==> config.mk <==
export PLATFORM = sky130hd
export DESIGN_NAME = rx_buf_input_ctrl
export DESIGN_NICKNAME = d
export VERILOG_FILES = /design/src/rx_buf_pkg.sv /design/src/rx_buf_input_ctrl.sv
export SDC_FILE = /design/constraint.sdc
export NUM_CORES = 1
export LEC_CHECK = 0
export BUFFER_PORTS_ARGS = -buffer_cell sky130_fd_sc_hd__buf_2
export CORE_AREA = 2 2 39 41
export CTS_CLUSTER_SIZE = 25
export DETAILED_ROUTE_END_ITERATION = 8
export DIE_AREA = 0 0 41 43
export GPL_TIMING_DRIVEN = 0
export PLACE_DENSITY_LB_ADDON = 0.08
export SLEW_MARGIN = 20
export SYNTH_ARGS = -nofsm -noshare
export SYNTH_HDL_FRONTEND = slang
export SYNTH_SLANG_ARGS = --single-unit
==> constraint.sdc <==
create_clock -name clk -period 0.9 [get_ports clk]
set_input_delay 0.18 -clock clk [delete_from_list [all_inputs] [get_ports clk]]
set_output_delay 0.18 -clock clk [all_outputs]
set_load 0.01 [all_outputs]
==> src/rx_buf_pkg.sv <==
package rx_buf_pkg;

    // Stream beat geometry.
    localparam int MAC_BYTES  = 8;
    localparam int MAC_DATA_W = 64;
    localparam int PADBYTES_W = 3;

    // Byte offset bits within one beat.
    localparam int BYTE_OFF_W = 3;

    // Connections and per-connection region.
    localparam int CONN_ID_W  = 3;
    localparam int NUM_CONNS  = 2 ** CONN_ID_W;
    localparam int HEAD_PTR_W = 9;

    // Buffer word address is connection id over the word index.
    localparam int BUF_ADDR_W = CONN_ID_W + HEAD_PTR_W - BYTE_OFF_W;
    localparam int BUF_DEPTH  = 2 ** BUF_ADDR_W;

    // Descriptor queue.
    localparam int DESC_FIFO_IDX_W = 2;
    localparam int DESC_FIFO_DEPTH = 2 ** DESC_FIFO_IDX_W;

    typedef logic [CONN_ID_W-1:0]  conn_id_t;
    typedef logic [MAC_DATA_W-1:0] mac_data_t;
    typedef logic [PADBYTES_W-1:0] padbytes_t;
    typedef logic [HEAD_PTR_W-1:0] head_ptr_t;
    typedef logic [BUF_ADDR_W-1:0] buf_addr_t;

    // Where the working head pointer comes from on the first beat.
    typedef enum logic [0:0] {
        PTR_SEL_LOADED,
        PTR_SEL_CLEAR
    } rx_ptr_sel_e;

    typedef enum logic [1:0] {
        IDLE,
        DATA,
        ENQ
    } input_ctrl_state_e;

endpackage

==> src/rx_buf_input_ctrl.sv <==
`timescale 1ns/100ps

module rx_buf_input_ctrl (
     input  logic                    clk
    ,input  logic                    rst

    ,input  logic                    in_valid
    ,output logic                    in_ready
    ,input  logic                    in_conn_open
    ,input  logic                    in_last

    ,output logic                    store_meta
    ,output logic                    store_ptrs
    ,output rx_buf_pkg::rx_ptr_sel_e ptr_sel
    ,output logic                    incr_head_ptr
    ,input  logic                    ptrs_stored

    ,output logic                    buf_wr_en
    ,output logic                    ptr_wr_en

    ,output logic                    enq_valid
    ,input  logic                    enq_ready
);

    rx_buf_pkg::input_ctrl_state_e state_reg;
    rx_buf_pkg::input_ctrl_state_e state_next;
    logic                          open_reg;
    logic                          open_next;

    always_ff @(posedge clk) begin
        if (rst) begin
            state_reg <= rx_buf_pkg::IDLE;
            open_reg <= 1'b0;
        end else begin
            state_reg <= state_next;
            open_reg <= open_next;
        end
    end

    always_comb begin
        state_next = state_reg;
        open_next = open_reg;

        in_ready = 1'b0;
        store_meta = 1'b0;
        store_ptrs = 1'b0;
        ptr_sel = rx_buf_pkg::PTR_SEL_LOADED;
        incr_head_ptr = 1'b0;
        buf_wr_en = 1'b0;
        ptr_wr_en = 1'b0;
        enq_valid = 1'b0;

        case (state_reg)
            rx_buf_pkg::IDLE: begin
                // Capture metadata, pointer RAM read starts now.
                if (in_valid) begin
                    store_meta = 1'b1;
                    open_next = in_conn_open;
                    state_next = rx_buf_pkg::DATA;
                end
            end
            rx_buf_pkg::DATA: begin
                in_ready = 1'b1;
                if (in_valid) begin
                    incr_head_ptr = 1'b1;
                    buf_wr_en = 1'b1;
                    ptr_wr_en = 1'b1;
                    // First beat of the message picks the pointer source.
                    if (!ptrs_stored) begin
                        store_ptrs = 1'b1;
                        ptr_sel = open_reg ? rx_buf_pkg::PTR_SEL_CLEAR
                                           : rx_buf_pkg::PTR_SEL_LOADED;
                    end
                    if (in_last) begin
                        state_next = rx_buf_pkg::ENQ;
                    end
                end
            end
            rx_buf_pkg::ENQ: begin
                // Full FIFO holds us here and stalls the next message.
                enq_valid = 1'b1;
                if (enq_ready) begin
                    state_next = rx_buf_pkg::IDLE;
                end
            end
            default: begin
                state_next = rx_buf_pkg::IDLE;
            end
        endcase
    end

endmodule

==> impl_metrics.csv <==
group,metric,value,unit
worst_setup_path,crit_path_end,"ptr_sel",
global_route,grt_max_degree,8,
cts,insertion_delay,0.23,ns
yosys,yosysTopAreaCell,"dfxtp_1",
yosys,netlist-cell-type-count,14,
cts,cts.sinks,3,
global_route,grt-ovfl-total,0,
timing,worst_pin_slew,0.205,ns
layout,final_cell_mix,"buf_6, buf_2, clkbuf_4, buf_4",
outcome,status,"finished with violations",
power,ir_drop,399,µV
timing,fmax,0.787,GHz
timing,timing.final.ws_setup,-0.370,ns
die,rows,14,
route,routed_wirelength,549,µm
worst_setup_path,arrival,1.09,ns
layout,antenna_cells_inserted,0,
worst_setup_path,criticalPathCategory,"flop to primary output",
yosys,synth.area.top_cells,"dfxtp_1, buf_4, and2_1, and4bb_1, nand2b_1",
timing,period_needed,1.27,ns
timing,min_period_over_period,1.41,
layout,fillCellCount,157,
global_route,antenna_found_initial,0,
global_route,grt_pass1_vias,244,
cts,clk_path_buf_depth,2,
yosys,syn-num-nets,27,
route,drc,0,
power,power.leakage,0.199,nW
worst_setup_path,crit_path_start_kind,"flop",
yosys,yosys_warnings,0,
cts,clkTransAtPathRegs,0.04,ns
layout,largest_reg_flops,2,
die,die_area,1760,µm²
worst_setup_path,reg2reg_from,"state_reg[0]",
cts,postCtsHoldBufs,0,
layout,drive_above_1_share,0.744,
cts,cts.htree.levels,1,
die,core,1380,µm²
route,wire_per_inst,9.31,µm
power,finalPower,527,µW
outcome,violations,"setup timing",
yosys,ys_seq_area_frac,0.322,
run,drv_cap,0,
timing,fin_tns_setup,-2.83,ns
power,p_per_area,1270,nW/µm²
global_route,grt_pass1_wl,931,µm
timing,setup_viol,11,
placed_design,port-buffer-count,14,
timing,slew_headroom,0.862,
cts,cts_tree,"built",
worst_setup_path,critPathRequiredTime,0.72,ns
layout,syn2layout_area_growth,123,%
route,drtIter0Drc,0,
timing,rsz0062_at_grt,"true",
placed_design,gp_congestion,0.597,
layout,layout.nets,51,
worst_setup_path,r2r_end,"state_reg[1]",
die,die-height,43,µm
yosys,netlist_area,186,µm²
route,vias,230,
timing,hold_ws,0.143,ns
route,drtAntennaViolNets,0,
yosys,synth_top_cell_area_share,0.322,
worst_setup_path,crit_fanout,6,
route,viasPerCell,3.90,
global_route,grt_use_total,0.0812,
timing,drv_slew,0,
timing,finalHoldViolations,0,
worst_setup_path,critPathLaunch,"state_reg[1]",
yosys,syn_inst,20,
worst_setup_path,rrSetupSlack,-0.23,ns
worst_setup_path,r2r_cells,4,
die,die_w,41,µm
hold_path,hold_path.class,"primary input to flop",
yosys,synth-seq-cells,3,
timing,clock_skew,0.00365,ns
die,start_util,0.135,
cts,cts_inserted_buffers,3,
route,dr.pass1.iters,1,
worst_setup_path,endpoint_kind,"primary output",
cts,cts-root-buf,"clkbuf_4",
die,pin_count,15,
yosys,syn_area_per_cell,9.32,µm²
synth_stat cells, drive strengths merged:
cell type and n:
dfxtp 3, and2 2, buf 2, nand2b 2, nor2b 2, a21oi 1, and3 1, and4bb 1
mux2i 1, nand4b 1, nor2 1, nor3b 1, nor4 1, or3b 1
where the power goes:
group          total, mW  internal (mW)  switching [mW]
Sequential         0.149          0.140         0.00887
Clock              0.234          0.166          0.0678
Combinational      0.144         0.0933          0.0510
Total              0.527          0.400           0.128
layer usage:
layer / GRT usage / share of wire
met5: 0 / 0
met4: 0.0600 / 0
met3: 0.0471 / 0.069
met2: 0.119 / 0.54
met1: 0.0799 / 0.38
how the worst min path moves through the flow:
stage                     startpoint           end  cells after the start
final                            rst  state_reg[1]                      2
after detailed placement         rst  state_reg[1]                      2
after global routing             rst  state_reg[1]                      2
after global placement           rst  state_reg[1]                      2
after CTS                        rst  state_reg[1]                      2
after floorplan                  rst  state_reg[1]                      1
worst max-delay path, stage by stage (launching register included):
cell and delay (ns):
dfxtp_4 0.36, and4bb_1 0.27, and2_4 0.14, buf_6 0.09
logic make-up after synthesis:
kind of cell	after synthesis	share of synthesized area
simple gates	13	0.517
flops	3	0.322
buf+inv	2	0.0805
compound gates	1	0.0268
mux	1	0.0537
through the flow:
stage                     area [µm²]  cells  utilization  setup WS (ns)
after global placement           298     50        0.215         -0.161
after global routing             415     59        0.300         -0.446
after floorplan                  208     20            -         -0.116
after CTS                        389     56        0.281         -0.390
after detailed placement         298     50        0.215         -0.164
final                            415     59        0.300         -0.370
cell type report:
| cell class | count | area, µm² | area share |
|---|---|---|---|
| Buffer | 2 | 22.5 | 0.0542 |
| Tap cell | 16 | 20.0 | 0.0482 |
| Sequential cell | 3 | 67.6 | 0.163 |
| Multi-Input combinational cell | 15 | 133 | 0.319 |
| Clock buffer | 4 | 26.3 | 0.0633 |
| Timing Repair Buffer | 19 | 146 | 0.352 |
what timing repair did:
item                                    4_1_cts  5_1_grt
pin swaps                                     4        0
buffers inserted                              2        4
endpoints found under the setup margin        9       11
hold endpoints to repair                      0        0
resized for setup                            10        2
Note: power is estimated with default switching activity, not from simulation.
