### config.mk
export PLATFORM = sky130hd
export DESIGN_NAME = rx_buf_ptr_ram
export DESIGN_NICKNAME = d
export VERILOG_FILES = /design/src/rx_buf_pkg.sv /design/src/rx_buf_ptr_ram.sv
export SDC_FILE = /design/constraint.sdc
export NUM_CORES = 1
export LEC_CHECK = 0
export BUFFER_PORTS_ARGS = -buffer_cell sky130_fd_sc_hd__buf_2
export CELL_PAD_IN_SITES_DETAIL_PLACEMENT = 0
export CELL_PAD_IN_SITES_GLOBAL_PLACEMENT = 1
export CORE_ASPECT_RATIO = 0.7
export CORE_MARGIN = 2
export CORE_UTILIZATION = 40
export CTS_BUF_LIST = sky130_fd_sc_hd__clkbuf_4
export DETAILED_ROUTE_END_ITERATION = 7
export PLACE_DENSITY_LB_ADDON = 0.3
export SYNTH_ARGS = -nofsm -noshare
export SYNTH_HDL_FRONTEND = slang
export SYNTH_SLANG_ARGS = --single-unit
### constraint.sdc
create_clock -name clk -period 2.26 [get_ports clk]
set_input_delay 0.565 -clock clk [delete_from_list [all_inputs] [get_ports clk]]
set_output_delay 0.565 -clock clk [all_outputs]
set_load 0.02 [all_outputs]
### src/rx_buf_pkg.sv
package rx_buf_pkg;

    // Stream beat geometry.
    localparam int MAC_BYTES  = 8;
    localparam int MAC_DATA_W = 64;
    localparam int PADBYTES_W = 3;

    // Byte offset bits within one beat.
    localparam int BYTE_OFF_W = 3;

    // Connections and per-connection region.
    localparam int CONN_ID_W  = 3;
    localparam int NUM_CONNS  = 2 ** CONN_ID_W;
    localparam int HEAD_PTR_W = 9;

    // Buffer word address is connection id over the word index.
    localparam int BUF_ADDR_W = CONN_ID_W + HEAD_PTR_W - BYTE_OFF_W;
    localparam int BUF_DEPTH  = 2 ** BUF_ADDR_W;

    // Descriptor queue.
    localparam int DESC_FIFO_IDX_W = 2;
    localparam int DESC_FIFO_DEPTH = 2 ** DESC_FIFO_IDX_W;

    typedef logic [CONN_ID_W-1:0]  conn_id_t;
    typedef logic [MAC_DATA_W-1:0] mac_data_t;
    typedef logic [PADBYTES_W-1:0] padbytes_t;
    typedef logic [HEAD_PTR_W-1:0] head_ptr_t;
    typedef logic [BUF_ADDR_W-1:0] buf_addr_t;

    // Where the working head pointer comes from on the first beat.
    typedef enum logic [0:0] {
        PTR_SEL_LOADED,
        PTR_SEL_CLEAR
    } rx_ptr_sel_e;

    typedef enum logic [1:0] {
        IDLE,
        DATA,
        ENQ
    } input_ctrl_state_e;

endpackage

### src/rx_buf_ptr_ram.sv
`timescale 1ns/100ps

module rx_buf_ptr_ram (
     input  logic                  clk

    ,input  rx_buf_pkg::conn_id_t  rd_addr
    ,output rx_buf_pkg::head_ptr_t rd_data

    ,input  logic                  wr_en
    ,input  rx_buf_pkg::conn_id_t  wr_addr
    ,input  rx_buf_pkg::head_ptr_t wr_data
);

    // One head pointer per connection.
    rx_buf_pkg::head_ptr_t mem [rx_buf_pkg::NUM_CONNS];

    always_ff @(posedge clk) begin
        if (wr_en) begin
            mem[wr_addr] <= wr_data;
        end
    end

    // Registered read, old data on a same-address write.
    always_ff @(posedge clk) begin
        rd_data <= mem[rd_addr];
    end

endmodule

==> results.py, run 1 <==
metrics = {
    "floorplan": {
        "initial_core_util_pct": 41.2,
        "io_pins": 26,
        "row_count": 26,
        "die_h_um": 76.7,
        "core_mm2": 0.00732,
        "dieArea_mm2": 0.00827,
        "die_w_um": 108,
    },
    "routing": {
        "dr.pass1.iters": 4,
        "drt_wl_total_um": 5110,
        "viasPerCell": 5.01,
        "final_antenna_net_count": 0,
        "drtIter0Drc": 54,
        "wl_per_cell_um": 19.0,
        "drc": 0,
        "vias": 1347,
    },
    "clock_network": {
        "root_buffer": "clkbuf_4",
        "hold_buffers": 0,
        "cts_max_path_buffers": 2,
        "htreeDepth": 3,
        "cts_tree": "done",
        "post_cts_buffers": 0,
        "postCtsResizedCells": 0,
        "clk_latency_ns": 0.42,
        "cts.sinks": 81,
        "cts_buffers": 9,
        "clk_pin_slew_worst_paths_ns": 0.11,
    },
    "yosys": {
        "synth_cells": 126,
        "ys_seq_elements": 81,
        "ys_warn_count": 0,
        "syn_nets": 143,
        "synth_cell_types": 13,
        "ys_seq_area_share_pct": 77.6,
        "syn_area_mm2": 0.00302,
        "syn_area_per_cell_um2": 24.0,
    },
    "critical_path": {
        "slowest_stage": "dfxtp_1",
        "crit_path_start_kind": "flop",
        "cp-end-kind": "output pin",
        "crit_family": "flip-flops",
        "path_cells": "buf_2",
        "setup.worst_path.class": "reg -> out",
        "cp.required_ns": 1.69,
        "timing.critical_path.buf_inv": 1,
        "arrival_ns": 0.90,
        "critPathMaxFanout": 1,
        "max_stage_delay_ns": 0.33,
    },
    "finish": {
        "drive_gt1_share_pct": 33.9,
        "n_fill_cell": 645,
        "final_cells": 269,
        "layout_common_cells": "edfxtp_1, buf_2, mux4_1, clkbuf_4",
        "diodes": 0,
        "nets": 183,
        "syn2layout_area_growth_pct": 13.8,
        "layout_commonest_cell": "edfxtp_1",
    },
    "power_and_ir_drop": {
        "power_density_mw_per_mm2": 778,
        "switching_share_pct": 20.4,
        "p_leak_uw": 0.00121,
        "p_clk_share_pct": 29.6,
        "pwr-share-comb_pct": 6.7,
        "pwr-share-seq_pct": 63.6,
        "ir_drop_mv": 0.327,
        "intPower_uw": 2120,
        "p_switching_uw": 546,
    },
    "placed_design": {
        "place.gp.congestion": 0.649,
        "dp.final_hpwl_um": 3080,
        "post-place-cells": 253,
        "port-buffer-count": 25,
    },
    "global_route": {
        "grt_pass1_vias": 1433,
        "grt_usage_pct": 13.6,
        "antenna_found_initial": 0,
        "grt_first_pass_wirelength_um": 7590,
        "overflow": 0,
        "grt_max_degree": 19,
    },
    "sta": {
        "worst_pin_slew_ns": 0.407,
        "hold_violations": 0,
        "rsz0062_at_grt": "no",
        "hold_ws_ns": 0.415,
        "setup_tns_ns": 0,
        "fin_crit_sh_pct": 64.9,
        "setup-violations-final": 0,
        "relSlewSlack_pct": 72.9,
        "fmax_ghz": 0.682,
        "slew_violations": 0,
        "final.min_clock_period_ns": 1.47,
        "worst_clock_skew_ns": 0.0164,
    },
    "run": {
        "cap_viol_max_count": 0,
    },
    "worst_hold_path": {
        "hold_path.class": "in -> reg",
    },
    "run_status": {
        "status": "completed",
    },
}
worst register-to-register path, stage by stage, from the launching register on:
cell,delay [ns]
edfxtp_1,0.40
mux4_1,0.50
mux2_2,0.27
power by group through the flow:
stage | Clock, µW | Combinational [µW] | Sequential (µW)
4_1_cts | 827 | 184 | 1700
5_1_grt | 894 | 195 | 1710
3_3_place_gp | 0 | 177 | 1730
2_1_floorplan | 0 | 88.4 | 1750
3_5_place_dp | 0 | 184 | 1740
6_report | 791 | 180 | 1700
through the flow:
step | total power, µW | utilization [%] | setup slack [ns] | cell area [µm²]
CTS | 2710 | 46.9 | 0.759 | 3430
floorplan | 1840 | - | 0.464 | 3020
detailed placement | 1920 | 45.1 | 0.434 | 3300
finish | 2670 | 46.9 | 0.794 | 3430
global placement | 1910 | 45.1 | 0.457 | 3300
global route | 2790 | 46.9 | 0.729 | 3430
layer usage:
layer	GRT usage (%)	share of wire, %	up-vias
met5	0	0	-
li1	-	-	623
met4	3.46	1.1	0
met2	22.4	51	31
met1	16.0	42	686
met3	6.63	5.8	7
cells by family (layout without fill, tap and decap cells):
| group | after synthesis | in the layout | share of synthesized area [%] |
|---|---|---|---|
| muxes | 27 | 27 | 19.0 |
| buffers and inverters | 5 | 50 | 1.45 |
| and+or+nand+nor | 13 | 13 | 1.95 |
| DFF | 81 | 81 | 77.6 |
state kept, by name (all words and copies together) (netlist names):
register  count
rd_data       9
mem          72
worst paths after layout:
kind / start / end / slack (ns) / depth (start not counted)
setup / recovery: rd_data[3]$_DFF_P_ / rd_data[3] / 0.79 / 1
hold / removal: wr_data[2] / mem[4][2]$_DFFE_PP_ / 0.42 / 1
setup reg to reg: mem[4][3]$_DFFE_PP_ / rd_data[3]$_DFF_P_ / 0.98 / 2
hold reg to reg: mem[5][7]$_DFFE_PP_ / rd_data[7]$_DFF_P_ / 0.68 / 2
final cells by class:
cell class	count	area [µm²]	area share, %
Clock buffer	11	82.6	2.40
Multi-Input combinational cell	40	633	18.4
Tap cell	98	123	3.57
Timing Repair Buffer	34	205	5.97
Sequential cell	81	2340	68.2
Clock inverter	5	48.8	1.42
cells in the mapped netlist, drive strengths merged:
library cell / count / area, µm²
clkbuf: 1 / 3.75
nand2: 2 / 7.51
mux4: 18 / 473
nor3: 2 / 10.0
dfxtp: 9 / 180
nor2: 6 / 22.5
mux2: 9 / 101
nand2b: 3 / 18.8
edfxtp: 72 / 2160
buf: 4 / 40.0
Power figures use the tool's default switching activity.
==> inputs of run 2 (changes only) <==
Clock period 2.26 ns to 1.3 ns, I/O delays scaled along.
==> results.py, run 2 (synthesis results as in run 1) <==
metrics = {
    "sta": {
        "worst_clock_skew_ns": 0.00804,
        "relSlewSlack_pct": 79.2,
        "worst_slack_ns": 0.0487,
        "setup_tns_ns": 0,
        "setup-violations-final": 0,
        "slew_violations": 0,
        "fmax_ghz": 0.799,
        "hold_violations": 0,
        "rsz0062_at_grt": "no",
        "fin_crit_sh_pct": 96.3,
        "final.min_clock_period_ns": 1.25,
        "worst_pin_slew_ns": 0.311,
    },
    "power_and_ir_drop": {
        "total_power_uw": 4920,
        "power_density_mw_per_mm2": 1390,
        "p_leak_uw": 0.00123,
        "ir_drop_mv": 0.525,
    },
    "placed_design": {
        "place_ws_ns": -0.282,
        "port-buffer-count": 25,
        "dp.final_hpwl_um": 3420,
        "dpl-instance-area_mm2": 0.00340,
        "place.gp.congestion": 0.718,
    },
    "clock_network": {
        "cts_max_path_buffers": 2,
        "htreeDepth": 3,
        "post_cts_buffers": 0,
        "hold_buffers": 0,
        "cts_tree": "done",
        "cts.sinks": 81,
        "cts_buffers": 9,
        "clk_pin_slew_worst_paths_ns": 0.11,
        "clk_latency_ns": 0.43,
        "root_buffer": "clkbuf_4",
    },
    "critical_path": {
        "critPathMaxFanout": 1,
        "crit_family": "multiplexers",
        "crit_path_start_kind": "flop",
        "path_cells": "mux4_1 > mux2_2",
        "timing.critical_path.buf_inv": 0,
        "arrival_ns": 1.57,
        "slowest_stage": "mux4_1",
        "max_stage_delay_ns": 0.50,
        "cp.required_ns": 1.62,
        "cp-end-kind": "flop",
        "setup.worst_path.class": "reg -> reg",
    },
    "floorplan": {
        "dieArea_mm2": 0.00827,
        "io_pins": 26,
        "die_h_um": 76.7,
        "initial_core_util_pct": 41.2,
        "core_mm2": 0.00732,
        "row_count": 26,
        "die_w_um": 108,
    },
    "finish": {
        "fin_area_mm2": 0.00355,
        "top_register": "mem",
        "nets": 190,
        "layout_common_cells": "edfxtp_1, buf_2, buf_4, mux4_2, clkbuf_4",
        "post-route-util_pct": 48.5,
        "n_fill_cell": 626,
        "layout_commonest_cell": "edfxtp_1",
        "diodes": 0,
        "syn2layout_area_growth_pct": 17.6,
        "drive_gt1_share_pct": 44.9,
        "largest_reg_flops": 72,
        "top_regs": "mem: 72 flops, rd_data: 9 flops",
    },
    "routing": {
        "final_antenna_net_count": 0,
        "vias": 1396,
        "dr.pass1.iters": 4,
        "viasPerCell": 5.06,
        "wl_per_cell_um": 19.4,
        "drt_wl_total_um": 5350,
        "drtIter0Drc": 73,
        "drc": 0,
    },
    "run_status": {
        "status": "completed",
    },
    "global_route": {
        "grt_max_degree": 19,
        "grt_first_pass_wirelength_um": 8200,
        "overflow": 0,
        "grt_usage_pct": 14.6,
        "antenna_found_initial": 0,
        "grt_pass1_vias": 1442,
    },
    "worst_hold_path": {
        "hold_path.class": "in -> reg",
    },
    "run": {
        "cap_viol_max_count": 0,
    },
}
-- run 2: layout make-up --
cell class | count | area, µm² | share of cell area [%]
flip-flops and latches | 81 | 2340 | 66.0
multi-input cells | 40 | 611 | 17.2
well taps | 98 | 123 | 3.45
clock buffers | 10 | 75.1 | 2.11
clock inverters | 6 | 82.6 | 2.33
repair buffers | 41 | 315 | 8.88
-- run 2: path summary, 6_finish.rpt --
check / to / slack (ns) / from / cells after the start
min: mem[4][8]$_DFFE_PP_ / 0.16 / wr_data[8] / 1
min reg2reg: rd_data[1]$_DFF_P_ / 0.69 / mem[0][1]$_DFFE_PP_ / 2
max: rd_data[2]$_DFF_P_ / 0.05 / mem[1][2]$_DFFE_PP_ / 2
max reg2reg: rd_data[2]$_DFF_P_ / 0.05 / mem[1][2]$_DFFE_PP_ / 2
-- run 2: layer usage --
metal,track usage [%],vias up,share of wire (%)
met1,20.5,733,47
met2,20.5,33,46
li1,-,621,-
met3,6.04,9,6.1
met5,0,-,0
met4,5.26,0,1.3
-- run 2: report_power, final --
part	internal, µW	leakage, µW	switching, µW	total [µW]
clock network	793	0.0000878	808	1600
registers	2940	0.000730	24.3	2960
logic	175	0.000412	182	356
-- run 2: through the flow --
stage / cells / hold slack (ns)
5_1_grt: 276 / 0.145
2_1_floorplan: 126 / 0.424
6_report: 276 / 0.163
3_5_place_dp: 260 / 0.603
3_3_place_gp: 260 / 0.579
4_1_cts: 276 / 0.139
-- run 2: timing repair --
action | CTS | global route
endpoints found under the setup margin | 1 | 7
gates cloned | 0 | 0
resized for setup | 1 | 7
