File: src/rx_buf_pkg.sv
package rx_buf_pkg;

    // Stream beat geometry.
    localparam int MAC_BYTES  = 8;
    localparam int MAC_DATA_W = 64;
    localparam int PADBYTES_W = 3;

    // Byte offset bits within one beat.
    localparam int BYTE_OFF_W = 3;

    // Connections and per-connection region.
    localparam int CONN_ID_W  = 3;
    localparam int NUM_CONNS  = 2 ** CONN_ID_W;
    localparam int HEAD_PTR_W = 9;

    // Buffer word address is connection id over the word index.
    localparam int BUF_ADDR_W = CONN_ID_W + HEAD_PTR_W - BYTE_OFF_W;
    localparam int BUF_DEPTH  = 2 ** BUF_ADDR_W;

    // Descriptor queue.
    localparam int DESC_FIFO_IDX_W = 2;
    localparam int DESC_FIFO_DEPTH = 2 ** DESC_FIFO_IDX_W;

    typedef logic [CONN_ID_W-1:0]  conn_id_t;
    typedef logic [MAC_DATA_W-1:0] mac_data_t;
    typedef logic [PADBYTES_W-1:0] padbytes_t;
    typedef logic [HEAD_PTR_W-1:0] head_ptr_t;
    typedef logic [BUF_ADDR_W-1:0] buf_addr_t;

    // Where the working head pointer comes from on the first beat.
    typedef enum logic [0:0] {
        PTR_SEL_LOADED,
        PTR_SEL_CLEAR
    } rx_ptr_sel_e;

    typedef enum logic [1:0] {
        IDLE,
        DATA,
        ENQ
    } input_ctrl_state_e;

endpackage

File: src/rx_buf_desc_fifo.sv
`timescale 1ns/100ps

module rx_buf_desc_fifo (
     input  logic                  clk
    ,input  logic                  rst

    ,input  logic                  enq_valid
    ,output logic                  enq_ready
    ,input  rx_buf_pkg::conn_id_t  enq_conn_id
    ,input  rx_buf_pkg::head_ptr_t enq_head_ptr

    ,output logic                  desc_valid
    ,input  logic                  desc_ready
    ,output rx_buf_pkg::conn_id_t  desc_conn_id
    ,output rx_buf_pkg::head_ptr_t desc_head_ptr
);

    rx_buf_pkg::conn_id_t                 conn_id_mem  [rx_buf_pkg::DESC_FIFO_DEPTH];
    rx_buf_pkg::head_ptr_t                head_ptr_mem [rx_buf_pkg::DESC_FIFO_DEPTH];
    logic [rx_buf_pkg::DESC_FIFO_IDX_W-1:0] wr_idx;
    logic [rx_buf_pkg::DESC_FIFO_IDX_W-1:0] rd_idx;
    logic [rx_buf_pkg::DESC_FIFO_IDX_W:0]   count;
    logic                                 push;
    logic                                 pop;

    assign enq_ready = (count != (rx_buf_pkg::DESC_FIFO_IDX_W+1)'(rx_buf_pkg::DESC_FIFO_DEPTH));
    assign desc_valid = (count != '0);

    assign push = enq_valid & enq_ready;
    assign pop = desc_valid & desc_ready;

    assign desc_conn_id = conn_id_mem[rd_idx];
    assign desc_head_ptr = head_ptr_mem[rd_idx];

    always_ff @(posedge clk) begin
        if (push) begin
            conn_id_mem[wr_idx] <= enq_conn_id;
            head_ptr_mem[wr_idx] <= enq_head_ptr;
        end
    end

    // Indices wrap on their own width.
    always_ff @(posedge clk) begin
        if (rst) begin
            wr_idx <= '0;
            rd_idx <= '0;
            count <= '0;
        end else begin
            if (push) begin
                wr_idx <= wr_idx + 1'b1;
            end
            if (pop) begin
                rd_idx <= rd_idx + 1'b1;
            end
            if (push && !pop) begin
                count <= count + 1'b1;
            end else if (pop && !push) begin
                count <= count - 1'b1;
            end
        end
    end

endmodule

File: config.mk
export PLATFORM = sky130hd
export DESIGN_NAME = rx_buf_desc_fifo
export DESIGN_NICKNAME = d
export VERILOG_FILES = /design/src/rx_buf_pkg.sv /design/src/rx_buf_desc_fifo.sv
export SDC_FILE = /design/constraint.sdc
export NUM_CORES = 1
export LEC_CHECK = 0
export BUFFER_PORTS_ARGS = -buffer_cell sky130_fd_sc_hd__buf_2
export CORE_ASPECT_RATIO = 1.4
export CORE_MARGIN = 3
export CORE_UTILIZATION = 50
export DETAILED_ROUTE_END_ITERATION = 6
export GPL_ROUTABILITY_DRIVEN = 0
export HOLD_SLACK_MARGIN = 0.12
export PLACE_DENSITY = 0.76
export SYNTH_ARGS = -nofsm -noshare
export SYNTH_HDL_FRONTEND = slang
export SYNTH_SLANG_ARGS = --single-unit
File: constraint.sdc
create_clock -name clk -period 2 [get_ports clk]
set_input_delay 0.1 -clock clk [delete_from_list [all_inputs] [get_ports clk]]
set_output_delay 0.1 -clock clk [all_outputs]
set_load 0.01 [all_outputs]
==> results of run 1 <==
==> per-layer routing <==
layer | global-route usage, % | vias up | part of all wire, %
li1 | - | 550 | -
met3 | 5.89 | 7 | 5.3
met1 | 17.8 | 603 | 37
met4 | 9.05 | 0 | 1.5
met2 | 29.3 | 38 | 56
met5 | 0 | - | 0
==> critical path: stages, from the launching register on <==
cell	delay, ps
dfxtp_2	350
o31ai_4	270
ha_2	230
inv_1	50
fa_2	340
xor2_1	160
or3_1	330
a21oi_2	120
==> final timing paths <==
path / start / end / slack, ps / depth (start not counted)
max: count[1] / count[2] / 90 / 7
min: desc_ready / rd_idx[0] / 240 / 5
min reg2reg: wr_idx[1] / wr_idx[1] / 510 / 2
max reg2reg: count[1] / count[2] / 90 / 7
==> cell type report <==
type	count	area [sq um]	share of cell area, %
clock buffers	11	131	4.66
clock inverters	5	46.3	1.64
inverters	3	11.3	0.399
multi-input cells	47	574	20.4
flip-flops and latches	57	1620	57.6
well taps	60	75.1	2.66
repair buffers	53	358	12.7
==> state kept, by name (all words and copies together), names as in the netlist, named ones only <==
name          flops
head_ptr_mem     36
conn_id_mem      12
rd_idx            2
wr_idx            2
count             3
==> metrics by stage <==
stage	cells	hold WS [ps]	setup TNS (ps)
2_1_floorplan	110	199	0
3_3_place_gp	206	312	0
3_5_place_dp	206	321	-27.8
4_1_cts	235	229	0
5_1_grt	236	279	-50.5
6_report	236	242	0
==> logic make-up after synthesis <==
kind of cell,count (synthesis),synth area share [%]
flops,57,73.4
compound gates,5,2.26
simple gates,17,3.96
mux,15,13.6
fa+ha+maj,6,3.74
buf+inv,6,1.42
xor+xnor,4,1.59
==> cell usage in the layout, fill, tap and decap left out <==
master | Yosys | final
nand2b_1 | 2 | 2
or3_1 | 1 | 1
mux2_1 | 1 | 1
o311ai_1 | 1 | 1
bufinv_16 | 0 | 1
dlygate4sd3_1 | 0 | 13
or3_2 | 1 | 1
ha_2 | 0 | 1
mux2i_1 | 2 | 2
nand2_1 | 1 | 1
mux4_2 | 12 | 12
o31ai_4 | 0 | 1
clkbuf_8 | 0 | 9
o21ai_0 | 1 | 1
buf_2 | 1 | 29
a21oi_2 | 0 | 1
ha_1 | 5 | 4
clkinv_1 | 0 | 3
fa_2 | 0 | 1
nor2_2 | 1 | 1
nor2_1 | 7 | 7
inv_1 | 3 | 3
dfxtp_1 | 9 | 7
and2_1 | 4 | 4
dfxtp_2 | 0 | 2
buf_4 | 0 | 11
edfxtp_1 | 48 | 48
xor2_1 | 4 | 4
clkbuf_1 | 1 | 2
a21boi_4 | 1 | 1
clkinv_2 | 0 | 1
==> power by group <==
part	switching, mW	internal [mW]
combinational	0.451	0.491
sequential	0.0945	1.46
clock	0.409	0.561
==> what timing repair did <==
action	CTS	global route
pin swaps	2	3
setup buffers	0	1
hold buffers	13	0
endpoints found under the hold margin	55	0
setup endpoints to repair	1	1
resized for setup	4	2
==> flow_summary.yaml, run 1 <==
die:
  io_pins: 30
  rows: 28
  dieArea_sq_um: 5260
  die-width_um: 62.2
  die_h_um: 84.7
  core_area_sq_um: 4240
  start_util_pct: 52.1
critical_path:
  critical_path_class: "reg2reg"
  required_ps: 2260
  cp.arrival_ps: 2170
  endpoint_kind: "register"
  start_kind: "register"
  crit_path_max_fanout: 5
placed_design:
  place_ws_ps: -27.8
  dpl_cell_area_sq_um: 2480
  hpwl_um: 2530
  io_buffers: 29
sta:
  fin_crit_sh_pct: 95.5
  finalSetupViolCount: 0
  clock.fmax_mhz: 523
  period_minus_slack_ps: 1910
  skew_ps: 6.19
  slew_violations: 0
  rsz0062_at_grt: "yes"
  tightest_slew_ps: 598
  finalHoldViolations: 0
  fin_ws_ps: 89.4
  slew_headroom_pct: 60.1
synthesis:
  avgSynthCellArea_sq_um: 20.1
  async_reset_ff_share_pct: 0
  syn_area_sq_um: 2210
  ys_top_cells_by_area: "edfxtp_1, mux4_2, dfxtp_1"
  netlist_top_cells_count: "edfxtp_1, mux4_2, dfxtp_1, nor2_1, ha_1"
  yosysUniqueCellTypes: 24
  yosys_warnings: 0
  synth_top_cell_by_area: "edfxtp_1"
  synth_edf_count: 48
  yosysTopAreaCellShare_pct: 65.2
  synthCells: 110
  yosysMostFrequentCell: "edfxtp_1"
  ys.flop_type: "edfxtp_1"
  ys_seq_area_share_pct: 73.4
  synth_nets: 132
  synth_seq_cells: 57
clocking:
  path_clk_slew_ps: 60
  cts_buffers: 9
  clock_sinks: 57
  worstSkewPairLatency_ps: 320
  clk_root_buffer_cell: "clkbuf_8"
  cts.path.max_buffers: 2
  tritoncts: "done"
  htree_levels: 3
global_routing:
  antenna_found_initial: 0
  grt_pass1_vias: 1305
  track_usage_pct: 16.8
  grt_pass1_wl_um: 6480
  gr-total-overflow: 0
  grt_max_degree: 13
power:
  p_total_mw: 3.46
  p_leak_nw: 1.03
  p_per_area_nw_per_um2: 1230
  ir_drop_v: 0.000678
run_status:
  outcome: "finished, final reports clean"
min_path:
  hold_class: "in2reg"
final_layout:
  final_nets: 193
  fin_util_pct: 66.5
  syn2layout_area_growth_pct: 27.6
  drive_above_1_share_pct: 40.9
  final_cell_area_sq_um: 2820
  antenna_cells: 0
  nFillCells: 294
route:
  wl_per_cell_um: 16.3
  drtIter0Drc: 60
  dr.pass1.iters: 4
  wl_um: 3840
  viasPerCell: 5.08
  routed-via-count: 1198
  route.detailed.drc: 0
  antenna_left: 0
flow_run:
  cap_viol_max_count: 0
No activity file was read; power rests on OpenSTA's default activity.
==> run 2: changes to the inputs <==
ABC_AREA = 1   (was not set)
CORE_UTILIZATION = 51   (was 50)
CTS_CLUSTER_SIZE = 28   (was not set)
PLACE_DENSITY = 0.77   (was 0.76)
==> flow_summary.yaml, run 2 <==
synthesis:
  avgSynthCellArea_sq_um: 12.4
  yosys_warnings: 0
  syn_area_sq_um: 2270
  yosysTopAreaCellShare_pct: 63.4
  synth_seq_cells: 57
  synth_top_cell_by_area: "edfxtp_1"
  yosysUniqueCellTypes: 20
  synth_nets: 206
  ys_top_cells_by_area: "edfxtp_1, dfxtp_1, nor2_1"
  async_reset_ff_share_pct: 0
  synth_edf_count: 48
  yosysMostFrequentCell: "edfxtp_1"
  ys.flop_type: "edfxtp_1"
  netlist_top_cells_count: "edfxtp_1, nor2_1, o21ai_1, o22ai_1"
  synthCells: 184
  ys_seq_area_share_pct: 71.3
final_layout:
  final_nets: 261
  largestRegisters: "head_ptr_mem (36), conn_id_mem (12), count (3)"
  regMostFlops: "head_ptr_mem"
  final_cell_mix: "edfxtp_1, nor2_1, buf_2, o21ai_1, dlygate4sd3_1"
  layout_commonest_cell: "edfxtp_1"
  fin_util_pct: 66.4
  largest_reg_flops: 36
  final_cells: 304
  drive_above_1_share_pct: 24.2
  antenna_cells: 0
  nFillCells: 332
  syn2layout_area_growth_pct: 24.7
clocking:
  clock_sinks: 57
  path_clk_slew_ps: 60
  cts_buffers: 9
  tritoncts: "done"
  clk_root_buffer_cell: "clkbuf_8"
  worstSkewPairLatency_ps: 320
  htree_levels: 3
  cts.path.max_buffers: 2
global_routing:
  antenna_found_initial: 0
  grt_max_degree: 25
  grt_pass1_vias: 1579
  gr-total-overflow: 0
  grt_pass1_wl_um: 6750
  track_usage_pct: 16.7
critical_path:
  path_cells: "nor2_2, nand2_2, nand2_2, inv_2, ha_1, inv_2, fa_1, o21ai_0, nor2_1"
  crit_path_max_fanout: 5
  reg2reg_slack_ps: 230
  endpoint_kind: "register"
  start_kind: "register"
  cp.arrival_ps: 1980
  cp.buffers_inverters: 2
  cp_top_family: "adder cells"
  critical_path_class: "reg2reg"
  required_ps: 2210
  crit_path_max_incr_delay_ps: 400
  cp_slowest_cell: "fa_1"
route:
  antenna_left: 0
  routed-via-count: 1524
  wl_um: 3970
  route.detailed.drc: 0
  viasPerCell: 5.01
  wl_per_cell_um: 13.1
  drtIter0Drc: 44
  dr.pass1.iters: 4
sta:
  finalSetupViolCount: 0
  fin_crit_sh_pct: 88.6
  rsz0062_at_grt: "no"
  slew_headroom_pct: 68.7
  whs_ps: 519
  skew_ps: 6.64
  clock.fmax_mhz: 565
  tightest_slew_ps: 468
  setup_tns_ps: 0
  slew_violations: 0
  period_minus_slack_ps: 1770
  finalHoldViolations: 0
placed_design:
  hpwl_um: 2490
  io_buffers: 29
  numPlacedInstances: 272
die:
  die_h_um: 85.0
  die-width_um: 62.4
  dieArea_sq_um: 5310
  rows: 28
  start_util_pct: 53.2
  core_area_sq_um: 4270
  io_pins: 30
power:
  p_per_area_nw_per_um2: 1210
  ir_drop_v: 0.000869
  p_total_mw: 3.44
  p_leak_nw: 1.09
run_status:
  outcome: "finished, final reports clean"
min_path:
  hold_class: "reg2reg"
flow_run:
  cap_viol_max_count: 0
run 2: cell types whose count changed after synthesis, moves of 10 or more:
cell     change
mux4_2      -12
nor2_1      +30
o21ai_1     +16
o22ai_1     +12
nand2_1     +10
run 2: path summary, 6_finish.rpt:
check           start       end  cells after the start
max          count[1]  count[1]                      9
max reg2reg  count[1]  count[1]                      9
min          count[1]  count[1]                      2
min reg2reg  count[1]  count[1]                      2
run 2: power breakdown:
| part | internal (mW) | switching, mW | total [mW] |
|---|---|---|---|
| Combinational | 0.353 | 0.546 | 0.899 |
| Sequential | 1.46 | 0.0845 | 1.54 |
| Clock | 0.601 | 0.395 | 0.996 |
| Total | 2.41 | 1.03 | 3.44 |
run 2: tightest hold or removal path, delay by kind of cell, from the launching register on:
| kind | cells | cell delay (ps) |
|---|---|---|
| AND/OR/NAND/NOR | 2 | 150 |
| flip-flops | 1 | 340 |
run 2: through the flow:
stage | setup WS (ps) | instance area (sq um)
floorplan | 316 | 2270
global placement | 283 | 2480
detailed placement | 206 | 2480
CTS | 196 | 2830
global route | 47.3 | 2840
finish | 229 | 2840
run 2: per-layer routing:
layer	vias up	GRT usage [%]	wire length [um]
li1	756	-	-
met1	725	17.4	1580
met2	32	30.1	2130
met3	11	5.30	152
met4	0	8.43	100
met5	-	0	0
run 2: logic make-up after synthesis:
group | count (synthesis) | share of synthesized area (%)
buffers and inverters | 22 | 4.73
adder cells (fa/ha/maj) | 6 | 3.63
flip-flops | 57 | 71.3
AO/OA/AOI/OAI | 40 | 9.46
XOR/XNOR | 1 | 0.385
AND/OR/NAND/NOR | 58 | 10.5
run 2: layout make-up:
| type | instances | area, sq um | area share, % |
|---|---|---|---|
| inverter | 16 | 60.1 | 2.12 |
| sequential | 57 | 1620 | 57.3 |
| tap | 60 | 75.1 | 2.65 |
| multi-input combinational | 105 | 546 | 19.2 |
| clock buffer | 12 | 145 | 5.12 |
| timing repair buffer | 50 | 343 | 12.1 |
| clock inverter | 4 | 43.8 | 1.54 |
run 2: repair_timing:
action                                  4_1_cts  5_1_grt
endpoints found under the hold margin        55        0
endpoints found under the setup margin        0        1
hold buffers                                 16        0
gates resized for setup                       0        2
setup buffers                                 0        0
