$ cat src/rx_buf_pkg.sv
package rx_buf_pkg;

    // Stream beat geometry.
    localparam int MAC_BYTES  = 8;
    localparam int MAC_DATA_W = 64;
    localparam int PADBYTES_W = 3;

    // Byte offset bits within one beat.
    localparam int BYTE_OFF_W = 3;

    // Connections and per-connection region.
    localparam int CONN_ID_W  = 3;
    localparam int NUM_CONNS  = 2 ** CONN_ID_W;
    localparam int HEAD_PTR_W = 9;

    // Buffer word address is connection id over the word index.
    localparam int BUF_ADDR_W = CONN_ID_W + HEAD_PTR_W - BYTE_OFF_W;
    localparam int BUF_DEPTH  = 2 ** BUF_ADDR_W;

    // Descriptor queue.
    localparam int DESC_FIFO_IDX_W = 2;
    localparam int DESC_FIFO_DEPTH = 2 ** DESC_FIFO_IDX_W;

    typedef logic [CONN_ID_W-1:0]  conn_id_t;
    typedef logic [MAC_DATA_W-1:0] mac_data_t;
    typedef logic [PADBYTES_W-1:0] padbytes_t;
    typedef logic [HEAD_PTR_W-1:0] head_ptr_t;
    typedef logic [BUF_ADDR_W-1:0] buf_addr_t;

    // Where the working head pointer comes from on the first beat.
    typedef enum logic [0:0] {
        PTR_SEL_LOADED,
        PTR_SEL_CLEAR
    } rx_ptr_sel_e;

    typedef enum logic [1:0] {
        IDLE,
        DATA,
        ENQ
    } input_ctrl_state_e;

endpackage

$ cat src/rx_buf_input_datap.sv
`timescale 1ns/100ps

module rx_buf_input_datap (
     input  logic                    clk
    ,input  logic                    rst

    ,input  rx_buf_pkg::conn_id_t    in_conn_id
    ,input  rx_buf_pkg::mac_data_t   in_data
    ,input  logic                    in_last
    ,input  rx_buf_pkg::padbytes_t   in_padbytes

    ,input  logic                    store_meta
    ,input  logic                    store_ptrs
    ,input  rx_buf_pkg::rx_ptr_sel_e ptr_sel
    ,input  logic                    incr_head_ptr
    ,output logic                    ptrs_stored

    ,output rx_buf_pkg::conn_id_t    ptr_rd_addr
    ,input  rx_buf_pkg::head_ptr_t   ptr_rd_data
    ,output rx_buf_pkg::conn_id_t    ptr_wr_addr
    ,output rx_buf_pkg::head_ptr_t   ptr_wr_data

    ,output rx_buf_pkg::buf_addr_t   buf_wr_addr
    ,output rx_buf_pkg::mac_data_t   buf_wr_data

    ,output rx_buf_pkg::conn_id_t    enq_conn_id
    ,output rx_buf_pkg::head_ptr_t   enq_head_ptr
);

    rx_buf_pkg::conn_id_t  conn_id_reg;
    rx_buf_pkg::conn_id_t  conn_id_next;
    rx_buf_pkg::head_ptr_t head_ptr_reg;
    rx_buf_pkg::head_ptr_t head_ptr_mux;
    rx_buf_pkg::head_ptr_t head_ptr_incr;
    rx_buf_pkg::head_ptr_t head_ptr_next;
    logic                  ptrs_stored_reg;
    logic                  ptrs_stored_next;

    assign conn_id_next = store_meta ? in_conn_id : conn_id_reg;

    // Read address is live in the metadata cycle.
    assign ptr_rd_addr = conn_id_next;
    assign ptr_wr_addr = conn_id_reg;
    assign ptr_wr_data = head_ptr_next;

    // Word index of the pointer before this beat advances it.
    assign buf_wr_addr = {conn_id_reg, head_ptr_mux[rx_buf_pkg::HEAD_PTR_W-1:rx_buf_pkg::BYTE_OFF_W]};
    assign buf_wr_data = in_data;

    assign enq_conn_id = conn_id_reg;
    assign enq_head_ptr = head_ptr_reg;

    assign ptrs_stored = ptrs_stored_reg;

    always_comb begin
        if (store_ptrs) begin
            head_ptr_mux = (ptr_sel == rx_buf_pkg::PTR_SEL_CLEAR) ? '0 : ptr_rd_data;
        end else begin
            head_ptr_mux = head_ptr_reg;
        end
    end

    // Last beat drops its pad bytes from the advance.
    assign head_ptr_incr = in_last
        ? rx_buf_pkg::head_ptr_t'(rx_buf_pkg::MAC_BYTES) - rx_buf_pkg::head_ptr_t'(in_padbytes)
        : rx_buf_pkg::head_ptr_t'(rx_buf_pkg::MAC_BYTES);

    // Wraps within the connection region.
    assign head_ptr_next = incr_head_ptr ? head_ptr_mux + head_ptr_incr : head_ptr_mux;

    always_comb begin
        if (store_meta) begin
            ptrs_stored_next = 1'b0;
        end else if (store_ptrs) begin
            ptrs_stored_next = 1'b1;
        end else begin
            ptrs_stored_next = ptrs_stored_reg;
        end
    end

    always_ff @(posedge clk) begin
        if (rst) begin
            ptrs_stored_reg <= 1'b0;
        end else begin
            ptrs_stored_reg <= ptrs_stored_next;
        end
    end

    always_ff @(posedge clk) begin
        conn_id_reg <= conn_id_next;
        head_ptr_reg <= head_ptr_next;
    end

endmodule

$ cat config.mk
export PLATFORM = sky130hd
export DESIGN_NAME = rx_buf_input_datap
export DESIGN_NICKNAME = d
export VERILOG_FILES = /design/src/rx_buf_pkg.sv /design/src/rx_buf_input_datap.sv
export SDC_FILE = /design/constraint.sdc
export NUM_CORES = 1
export LEC_CHECK = 0
export ABC_CLOCK_PERIOD_IN_PS = 5500
export BUFFER_PORTS_ARGS = -buffer_cell sky130_fd_sc_hd__buf_2
export CELL_PAD_IN_SITES_DETAIL_PLACEMENT = 0
export CELL_PAD_IN_SITES_GLOBAL_PLACEMENT = 2
export CORE_UTILIZATION = 14
export DETAILED_ROUTE_END_ITERATION = 8
export GPL_TIMING_DRIVEN = 0
export HOLD_SLACK_MARGIN = 0.05
export PLACE_DENSITY_LB_ADDON = 0.1
export SYNTH_ARGS = -nofsm -noshare
export SYNTH_HDL_FRONTEND = slang
export SYNTH_SLANG_ARGS = --single-unit
$ cat constraint.sdc
create_clock -name clk -period 5.5 [get_ports clk]
set_input_delay 0.55 -clock clk [delete_from_list [all_inputs] [get_ports clk]]
set_output_delay 0.55 -clock clk [all_outputs]
set_load 0.02 [all_outputs]
==> results.ini, run 1 <==
[run_status]
run_status=completed

[detailed_routing]
post_drt_wl_per_cell_um=10.50
wl_met2_um=2011
vias_per_cell=3.557
first_pass_iters=4
vias=1366
drc=0
top_layer=met4
finalWirelength_um=4032
wl_met1_um=1575
drtIter0Drc=46
drtAntennaViolNets=0
wl_met3_um=437

[clocking]
cts_sinks=13
clkTransAtPathRegs_ps=60
cts_hold_buf=0
post_cts_buffers=0
cts.repair.resized=0
cts_tree=yes
cts_made_buffers=3
clockRootBuffer=clkbuf_8
clk_latency_ps=250
htreeDepth=1
cts_max_path_buffers=2

[synthesis]
syn_area_mm2=0.001309
syn-num-nets=243
synth-seq-cells=13
ys_seq_area_share_pct=19.89
synth_cells=151
syn_area_per_cell_um2=8.667
ys_warn_count=0
ys_types=31

[min_path]
hp-class=primary input to register
whs_path_depth=2
hp-start=rst
holdPathEnd=ptrs_stored

[timing]
slew-limit-headroom_pct=73.20
rsz0062_at_grt=no
layout_min_cycle_time_ps=3443
post-route-period-util_pct=62.60
hold_ws_ps=467.6
hold_viol=0
worst_pin_slew_ps=397.9
finalSetupTns_ps=0
clock_skew_ps=8.805
setup_viol=0
max_freq_mhz=290.4
slew_violations=0

[layout]
n_antenna_cell=0
largest_register_ffs=9
nFillCells=995
drive_above_1_share_pct=74.28
syn_to_final_growth_pct=60.04
finish.instance_area_mm2=0.002095
final_cells=384
nets=369

[floorplan]
core.rowCount=34
fp.coreArea_mm2=0.008891
top_level_ports=187
die-area_mm2=0.009739
die_w_um=98.69
die_y_um=98.69
start_util_pct=14.72

[critical_path]
crit_chain=buf_6 -> inv_1 -> a22o_1 -> ha_1 -> inv_1 -> fa_1 -> nand2b_1 -> a21oi_2 -> a21boi_1 -> xor2_1 -> buf_2
r2r_start=enq_head_ptr[0]
reg2reg_setup_slack_ps=3390
cp_common_cell=inv_1
cpMaxStageDelayCell=fa_1
crit_required_ps=4950
cp-end-kind=primary output
arrival_ps=2890
reg2reg_to=enq_head_ptr[6]
worst-path-max-fanout=9
ff2ff_path_depth=8
start_kind=primary input
max_stage_delay_ps=390
critical_path_class=primary input to primary output

[pwr]
powerDensity_mw_per_mm2=220.4
total_leakage_power_nw=1.199
peakVddDrop_v=0.00008093

[placement]
dpl-instance-area_mm2=0.002049
dp_hpwl_um=3546
dp_cells=380
io_buffers=121
routabilityCongestion=0.6539

[grt]
grt_max_degree=10
grt_pass1_vias=1224
grtUsageTotal_pct=7.447
grt_overflow=0
antenna_found_initial=0
grt_pass1_wl_um=5658

[flow_run]
drv_cap=0

## metal layers
metal  track usage, %  up-vias
met1            7.828      581
met2            14.73      111
met4           0.6889        0
li1                 -      672
met3            2.482        2
met5                0        -
## how the worst max path moves through the flow
stage	slack [ps]	start	depth (start not counted)	end
floorplan	2420	store_ptrs	11	ptr_wr_data[6]
global route	1870	store_ptrs	11	ptr_wr_data[6]
CTS	2020	store_ptrs	11	ptr_wr_data[6]
global placement	2030	store_ptrs	11	ptr_wr_data[6]
finish	2060	store_ptrs	11	ptr_wr_data[6]
detailed placement	2010	store_ptrs	11	ptr_wr_data[6]
## cell usage in the layout (no fill, tap or decap), types with 2 or more instances in the layout
master and instances:
nand2b_1 2, ha_1 5, mux2_2 5, and2_1 2
buf_6 2, buf_2 121, xor2_1 2, xnor2_1 6
buf_4 70, nor2_1 3, inv_1 9, a21oi_1 3
a22o_1 5, a22oi_1 2, clkbuf_8 3, nand3b_1 3
dfxtp_1 13, nand2_1 4
## through the flow
| stage | util, % | total power, W | setup slack (ps) |
|---|---|---|---|
| 3_3_place_gp | 23.05 | 0.0003770 | 2030 |
| 3_5_place_dp | 23.05 | 0.0003758 | 2014 |
| 2_1_floorplan | - | 0.0002944 | 2422 |
| 6_report | 23.56 | 0.0004617 | 2057 |
| 5_1_grt | 23.56 | 0.0004947 | 1869 |
| 4_1_cts | 23.56 | 0.0004747 | 2016 |
## final cells by class
type / count / area [um^2] / share of cell area [%]
tap: 108 / 135.1 / 6.452
buffer: 72 / 548.0 / 26.16
inverter: 9 / 33.78 / 1.613
sequential: 13 / 260.3 / 12.43
clock buffer: 4 / 45.04 / 2.151
multi-input combinational: 57 / 466.7 / 22.28
timing repair buffer: 121 / 605.6 / 28.91
## synth_stat cells
| cell type | instances | area share [%] |
|---|---|---|
| dfxtp_1 | 13 | 20 |
| nand3_2 | 1 | 0.76 |
| a22o_2 | 1 | 0.76 |
| nor2_1 | 3 | 0.86 |
| a21oi_2 | 1 | 0.67 |
| nor2b_4 | 1 | 1.1 |
| nand2b_1 | 2 | 0.96 |
| and2_1 | 2 | 0.96 |
| o21ai_0 | 1 | 0.38 |
| o21bai_1 | 1 | 0.57 |
| mux2_2 | 5 | 4.3 |
| o21ai_1 | 1 | 0.38 |
| a21oi_1 | 3 | 1.1 |
| fa_1 | 1 | 1.5 |
| o31ai_1 | 1 | 0.57 |
| nand2_1 | 4 | 1.1 |
| xor2_1 | 2 | 1.3 |
| buf_6 | 2 | 1.7 |
| nand3_1 | 1 | 0.38 |
| o22ai_1 | 1 | 0.48 |
| mux2i_1 | 1 | 0.76 |
| nor3_1 | 1 | 0.38 |
| buf_4 | 70 | 40 |
| a22o_1 | 5 | 3.3 |
| inv_1 | 9 | 2.6 |
| xnor2_1 | 6 | 4.0 |
| ha_1 | 5 | 4.8 |
| nand4b_1 | 1 | 0.67 |
| a21boi_1 | 1 | 0.57 |
| a22oi_1 | 2 | 1.1 |
| nand3b_1 | 3 | 1.7 |
## logic make-up (layout without fill, tap and decap cells)
family	after synthesis	after routing	synth area share, %
buf+inv	81	206	44.45
flops	13	13	19.89
xor+xnor	8	8	5.354
fa+ha+maj	6	6	6.310
mux	6	6	5.067
simple gates	19	19	8.889
compound gates	18	18	10.04
## worst max-delay path: cells and delay by family
| kind | cells | cell delay (ps) |
|---|---|---|
| buffers and inverters | 4 | 630 |
| and+or+nand+nor | 1 | 180 |
| adders and majority gates | 2 | 570 |
| AOI/OAI and AO/OA | 3 | 750 |
| xor gates and xnor gates | 1 | 200 |
## report_power, final
group / switching (W) / internal, W
combinational: 0.000144 / 0.000108
clock: 0.0000404 / 0.0000513
sequential: 0.00000854 / 0.000109
total: 0.000193 / 0.000268
(Power assumes the default switching activity.)
==> run 2: changes to the inputs <==
--- a/config.mk
+++ b/config.mk
@@ -5,11 +5,11 @@
 export SDC_FILE = /design/constraint.sdc
 export NUM_CORES = 1
 export LEC_CHECK = 0
-export ABC_CLOCK_PERIOD_IN_PS = 5500
+export ABC_CLOCK_PERIOD_IN_PS = 3230
 export BUFFER_PORTS_ARGS = -buffer_cell sky130_fd_sc_hd__buf_2
 export CELL_PAD_IN_SITES_DETAIL_PLACEMENT = 0
 export CELL_PAD_IN_SITES_GLOBAL_PLACEMENT = 2
-export CORE_UTILIZATION = 14
+export CORE_UTILIZATION = 13
 export DETAILED_ROUTE_END_ITERATION = 8
 export GPL_TIMING_DRIVEN = 0
 export HOLD_SLACK_MARGIN = 0.05
==> constraint.sdc (replaced) <==
create_clock -name clk -period 3.23 [get_ports clk]
set_input_delay 0.323 -clock clk [delete_from_list [all_inputs] [get_ports clk]]
set_output_delay 0.323 -clock clk [all_outputs]
set_load 0.02 [all_outputs]
==> run 2 against run 1 <==
Net effect: cell count rose by 6.5%; clock power rose by 66%; sequential share of layout area fell by 0.18 points; critical path type unchanged.
==> results.ini, run 2 (synthesis results as in run 1) <==
[clocking]
cts_max_path_buffers=2  ; unchanged
clockRootBuffer=clkbuf_8
cts_hold_buf=0  ; unchanged
clk_latency_ps=250  ; about the same
cts.repair.resized=0  ; unchanged
cts_sinks=13  ; unchanged
post_cts_buffers=0  ; unchanged
clkTransAtPathRegs_ps=60  ; about the same
cts_made_buffers=3  ; unchanged
cts_tree=yes
htreeDepth=1  ; unchanged

[layout]
final_cell_mix=buf_2 (121), buf_4 (70), dfxtp_1 (13), inv_1 (9), xnor2_1 (6)
finish.instance_area_mm2=0.002126  ; +1.5%
layout_commonest_cell=buf_2
nets=369  ; unchanged
largest_register_ffs=9  ; unchanged
drive_above_1_share_pct=74.28  ; unchanged
nFillCells=1098  ; +10%
n_antenna_cell=0  ; unchanged
syn_to_final_growth_pct=62.43

[detailed_routing]
drc=0  ; unchanged
post_drt_wl_per_cell_um=9.645  ; -8.1%
vias_per_cell=3.235  ; -9.1%
first_pass_iters=4  ; unchanged
vias=1323  ; -3.1%
drtAntennaViolNets=0  ; unchanged
drtIter0Drc=15  ; -67%
finalWirelength_um=3945  ; -2.2%

[timing]
layout_min_cycle_time_ps=2901
hold_ws_ps=233.5  ; -234.1 ps
setup_slack_ps=328.6  ; -1728 ps
post-route-period-util_pct=89.83
finalSetupTns_ps=0  ; unchanged
slew_violations=0  ; unchanged
hold_viol=0  ; unchanged
slew-limit-headroom_pct=67.67  ; -5.5 points
rsz0062_at_grt=no
worst_pin_slew_ps=479.8  ; +81.96 ps
max_freq_mhz=344.7
setup_viol=0  ; unchanged
clock_skew_ps=4.224  ; -4.581 ps

[critical_path]
arrival_ps=2580  ; -310 ps
critPathLaunch=store_ptrs
critical_path_class=primary input to primary output
cp-end-kind=primary output
worst-path-max-fanout=9  ; unchanged
reg2reg_setup_slack_ps=1160  ; -2230 ps
start_kind=primary input
crit_required_ps=2910  ; -2040 ps
r2r_start=enq_head_ptr[0]
ff2ff_path_depth=8  ; unchanged
reg2reg_to=enq_head_ptr[6]

[placement]
dp_hpwl_um=3531  ; -0.43%
dpl-instance-area_mm2=0.002081  ; +1.5%
routabilityCongestion=0.6295  ; -3.7%
place_ws_ps=306.1  ; -1707 ps
io_buffers=121  ; unchanged

[floorplan]
die-area_mm2=0.01047  ; +7.5%
die_w_um=102.3  ; +3.7%
core.rowCount=36  ; +5.9%
fp.coreArea_mm2=0.009774  ; +9.9%
die_y_um=102.3  ; +3.7%
start_util_pct=13.39  ; -1.3 points
top_level_ports=187  ; unchanged

[pwr]
powerDensity_mw_per_mm2=368.9  ; +67%
peakVddDrop_v=0.0001470  ; +82%
total_leakage_power_nw=1.199  ; unchanged

[grt]
grt_pass1_wl_um=5292  ; -6.5%
grt_overflow=0  ; unchanged
grt_max_degree=10  ; unchanged
grtUsageTotal_pct=6.609  ; -0.84 points
grt_pass1_vias=1055  ; -14%
antenna_found_initial=0  ; unchanged

[run_status]
run_status=completed

[min_path]
hp-start=rst
holdPathEnd=ptrs_stored
whs_path_depth=2  ; unchanged
hp-class=primary input to register

[flow_run]
drv_cap=0  ; unchanged

## run 2: cell counts in the layout (fill, tap and decap cells not counted)
Identical to the previous run, type by type.
## run 2: power breakdown
| group | internal [W] | switching [W] | total (W) |
|---|---|---|---|
| clock | 0.0000873 | 0.0000651 | 0.000152 |
| sequential | 0.000185 | 0.0000155 | 0.000201 |
| combinational | 0.000184 | 0.000247 | 0.000431 |
## run 2: final cells by class
class,instances,area (um^2),share of cell area [%]
inverters,9,33.78,1.589
multi-input cells,57,466.7,21.95
repair buffers,121,605.6,28.49
clock buffers,4,45.04,2.119
plain buffers,72,548.0,25.78
well taps,133,166.4,7.828
flip-flops and latches,13,260.3,12.24
## run 2: worst max path at each step
stage | endpoint | cells past startpoint | slack (ps)
2_1_floorplan | ptr_wr_data[6] | 11 | 610
3_3_place_gp | ptr_wr_data[6] | 11 | 310
3_5_place_dp | ptr_wr_data[6] | 11 | 310
4_1_cts | ptr_wr_data[6] | 11 | 300
5_1_grt | ptr_wr_data[6] | 11 | 110
6_report | ptr_wr_data[6] | 11 | 330
## run 2: worst max-delay path: stages
cell and delay [ps]:
buf_6 110, inv_1 230, a22o_1 220, ha_1 180, inv_1 60, fa_1 400
nand2b_1 180, a21oi_2 230, a21boi_1 250, xor2_1 200, buf_2 190
## run 2: per-stage QoR
step / total power (W) / utilization (%) / std cells
2_1_floorplan: 0.0005013 / - / 151
3_3_place_gp: 0.0006466 / 21.29 / 405
3_5_place_dp: 0.0006421 / 21.29 / 405
4_1_cts: 0.0008055 / 21.75 / 409
5_1_grt: 0.0008469 / 21.75 / 409
6_report: 0.0007842 / 21.75 / 409
## run 2: layer usage
metal  GRT usage (%)  wire (um)  up-vias
met3           2.326        456        2
met1           8.187       1649      538
met2           11.51       1835      113
met4          0.3297          4        0
met5               0          0        -
li1                -          -      670
==> run 3: changes to the inputs <==
--- a/config.mk
+++ b/config.mk
@@ -14,6 +14,7 @@
 export GPL_TIMING_DRIVEN = 0
 export HOLD_SLACK_MARGIN = 0.05
 export PLACE_DENSITY_LB_ADDON = 0.1
+export SETUP_SLACK_MARGIN = 0.5
 export SYNTH_ARGS = -nofsm -noshare
 export SYNTH_HDL_FRONTEND = slang
 export SYNTH_SLANG_ARGS = --single-unit
==> run 3 against run 2 <==
Net effect: fmax rose by 11%; sequential power about the same; non-clock buffer count rose by 5; highest routed layer unchanged.
==> results.ini, run 3 (synthesis results as in run 1) <==
[run_status]
run_status=completed

[timing]
clock_skew_ps=3.672  ; -0.5522 ps
setup_viol=0  ; unchanged
worst_pin_slew_ps=499.2  ; +19.37 ps
hold_viol=0  ; unchanged
max_freq_mhz=381.1  ; +11%
post-route-period-util_pct=81.24  ; -8.6 points
rsz0062_at_grt=yes
finalSetupTns_ps=0  ; unchanged
layout_min_cycle_time_ps=2624  ; -277.5 ps
slew-limit-headroom_pct=66.37  ; -1.3 points
slew_violations=0  ; unchanged

[grt]
antenna_found_initial=0  ; unchanged
grt_max_degree=10  ; unchanged
grt_overflow=0  ; unchanged
grt_pass1_vias=1058  ; +0.28%
grtUsageTotal_pct=6.669  ; +0.059 points
grt_pass1_wl_um=5340  ; +0.91%

[layout]
layout_commonest_cell=buf_2
drive_above_1_share_pct=77.94  ; +3.7 points
postLayoutCoreUtil_pct=22.72  ; +0.97 points
n_antenna_cell=0  ; unchanged
syn_to_final_growth_pct=69.69
nets=374  ; +1.4%
largest_register_ffs=9  ; unchanged
final_cell_mix=buf_2 (118), buf_4 (78), dfxtp_1 (13), inv_1 (7)

[clocking]
cts_max_path_buffers=2  ; unchanged
clockRootBuffer=clkbuf_8
cts_sinks=13  ; unchanged
cts_hold_buf=0  ; unchanged
htreeDepth=1  ; unchanged
cts_made_buffers=3  ; unchanged
cts_tree=yes
clkTransAtPathRegs_ps=60  ; about the same
clk_latency_ps=250  ; about the same

[min_path]
whs_path_depth=2  ; unchanged
hp-class=primary input to register

[pwr]
powerDensity_mw_per_mm2=363.1  ; -1.6%
peakVddDrop_v=0.0001475  ; +0.37%
total_leakage_power_nw=1.241  ; +3.4%

[floorplan]
die-area_mm2=0.01047  ; unchanged
fp.coreArea_mm2=0.009774  ; unchanged
die_w_um=102.3  ; unchanged
top_level_ports=187  ; unchanged
core.rowCount=36  ; unchanged
die_y_um=102.3  ; unchanged
start_util_pct=13.39  ; unchanged

[placement]
routabilityCongestion=0.6295  ; unchanged
dp_hpwl_um=3531  ; unchanged
io_buffers=121  ; unchanged

[flow_run]
drv_cap=0  ; unchanged

[detailed_routing]
first_pass_iters=4  ; unchanged
vias_per_cell=3.283  ; +1.5%
drtIter0Drc=12  ; -3
vias=1359  ; +2.7%
post_drt_wl_per_cell_um=9.804  ; +1.6%
drc=0  ; unchanged
drtAntennaViolNets=0  ; unchanged
finalWirelength_um=4059  ; +2.9%

[critical_path]
worst-path-max-fanout=9  ; unchanged
ff2ff_path_depth=9  ; +1
start_kind=primary input
critical_path_class=primary input to primary output
cp-end-kind=primary output
reg2reg_setup_slack_ps=1350  ; +190 ps
arrival_ps=2300  ; -280 ps
crit_required_ps=2910  ; about the same

==> run 3: final cells by class <==
cell class | instances | area (um^2)
buffer | 72 | 551.8
clock buffer | 4 | 45.04
fill | 1097 | 7553
inverter | 9 | 37.54
multi-input combinational | 57 | 509.2
sequential | 13 | 260.3
tap | 133 | 166.4
timing repair buffer | 126 | 650.6
==> run 3: critical path: stages <==
cell and delay [ps]:
buf_8 110, nor2b_4 120, buf_6 120, buf_4 150, a22o_1 230, ha_1 370, o21ai_1 230, a21oi_4 50
buf_4 140, buf_4 120, xor2_1 160, buf_4 180
==> run 3: power breakdown <==
part	total [W]	leakage (nW)	internal, W	switching (W)
registers	0.000201	0.109	0.000185	0.0000157
clock network	0.000153	0.0228	0.0000873	0.0000660
logic	0.000452	1.11	0.000198	0.000254
total	0.000806	1.24	0.000470	0.000336
==> run 3: routing by layer <==
metal | vias to the layer above | part of all wire, % | wire length (um) | GRT usage (%)
met2 | 113 | 46 | 1882 | 11.51
met1 | 563 | 42 | 1717 | 8.357
met3 | 2 | 11 | 452 | 2.326
met4 | 0 | 0.17 | 7 | 0.3297
li1 | 681 | - | - | -
met5 | - | 0 | 0 | 0
==> run 3: what timing repair did <==
action	4_1_cts	5_1_grt
resized for setup	6	8
setup buffers	3	2
pin swaps	3	6
setup endpoints to repair	2	6
==> run 3: final timing paths <==
check             startpoint              end
max               store_ptrs   ptr_wr_data[4]
min                      rst      ptrs_stored
max reg2reg  enq_head_ptr[0]  enq_head_ptr[8]
min reg2reg      ptrs_stored      ptrs_stored
==> run 3: stage by stage <==
step | std cells | area, um^2 | setup WS, ps | hold slack (ps) | power (W)
2_1_floorplan | 151 | 1309 | 605.5 | 399.8 | 0.0005013
3_3_place_gp | 405 | 2081 | 312.7 | 488.4 | 0.0006466
3_5_place_dp | 405 | 2081 | 306.1 | 483.3 | 0.0006421
4_1_cts | 412 | 2171 | 507.1 | 226.2 | 0.0008150
5_1_grt | 414 | 2221 | 492.1 | 234.8 | 0.0008683
6_report | 414 | 2221 | 606.1 | 231.2 | 0.0008065
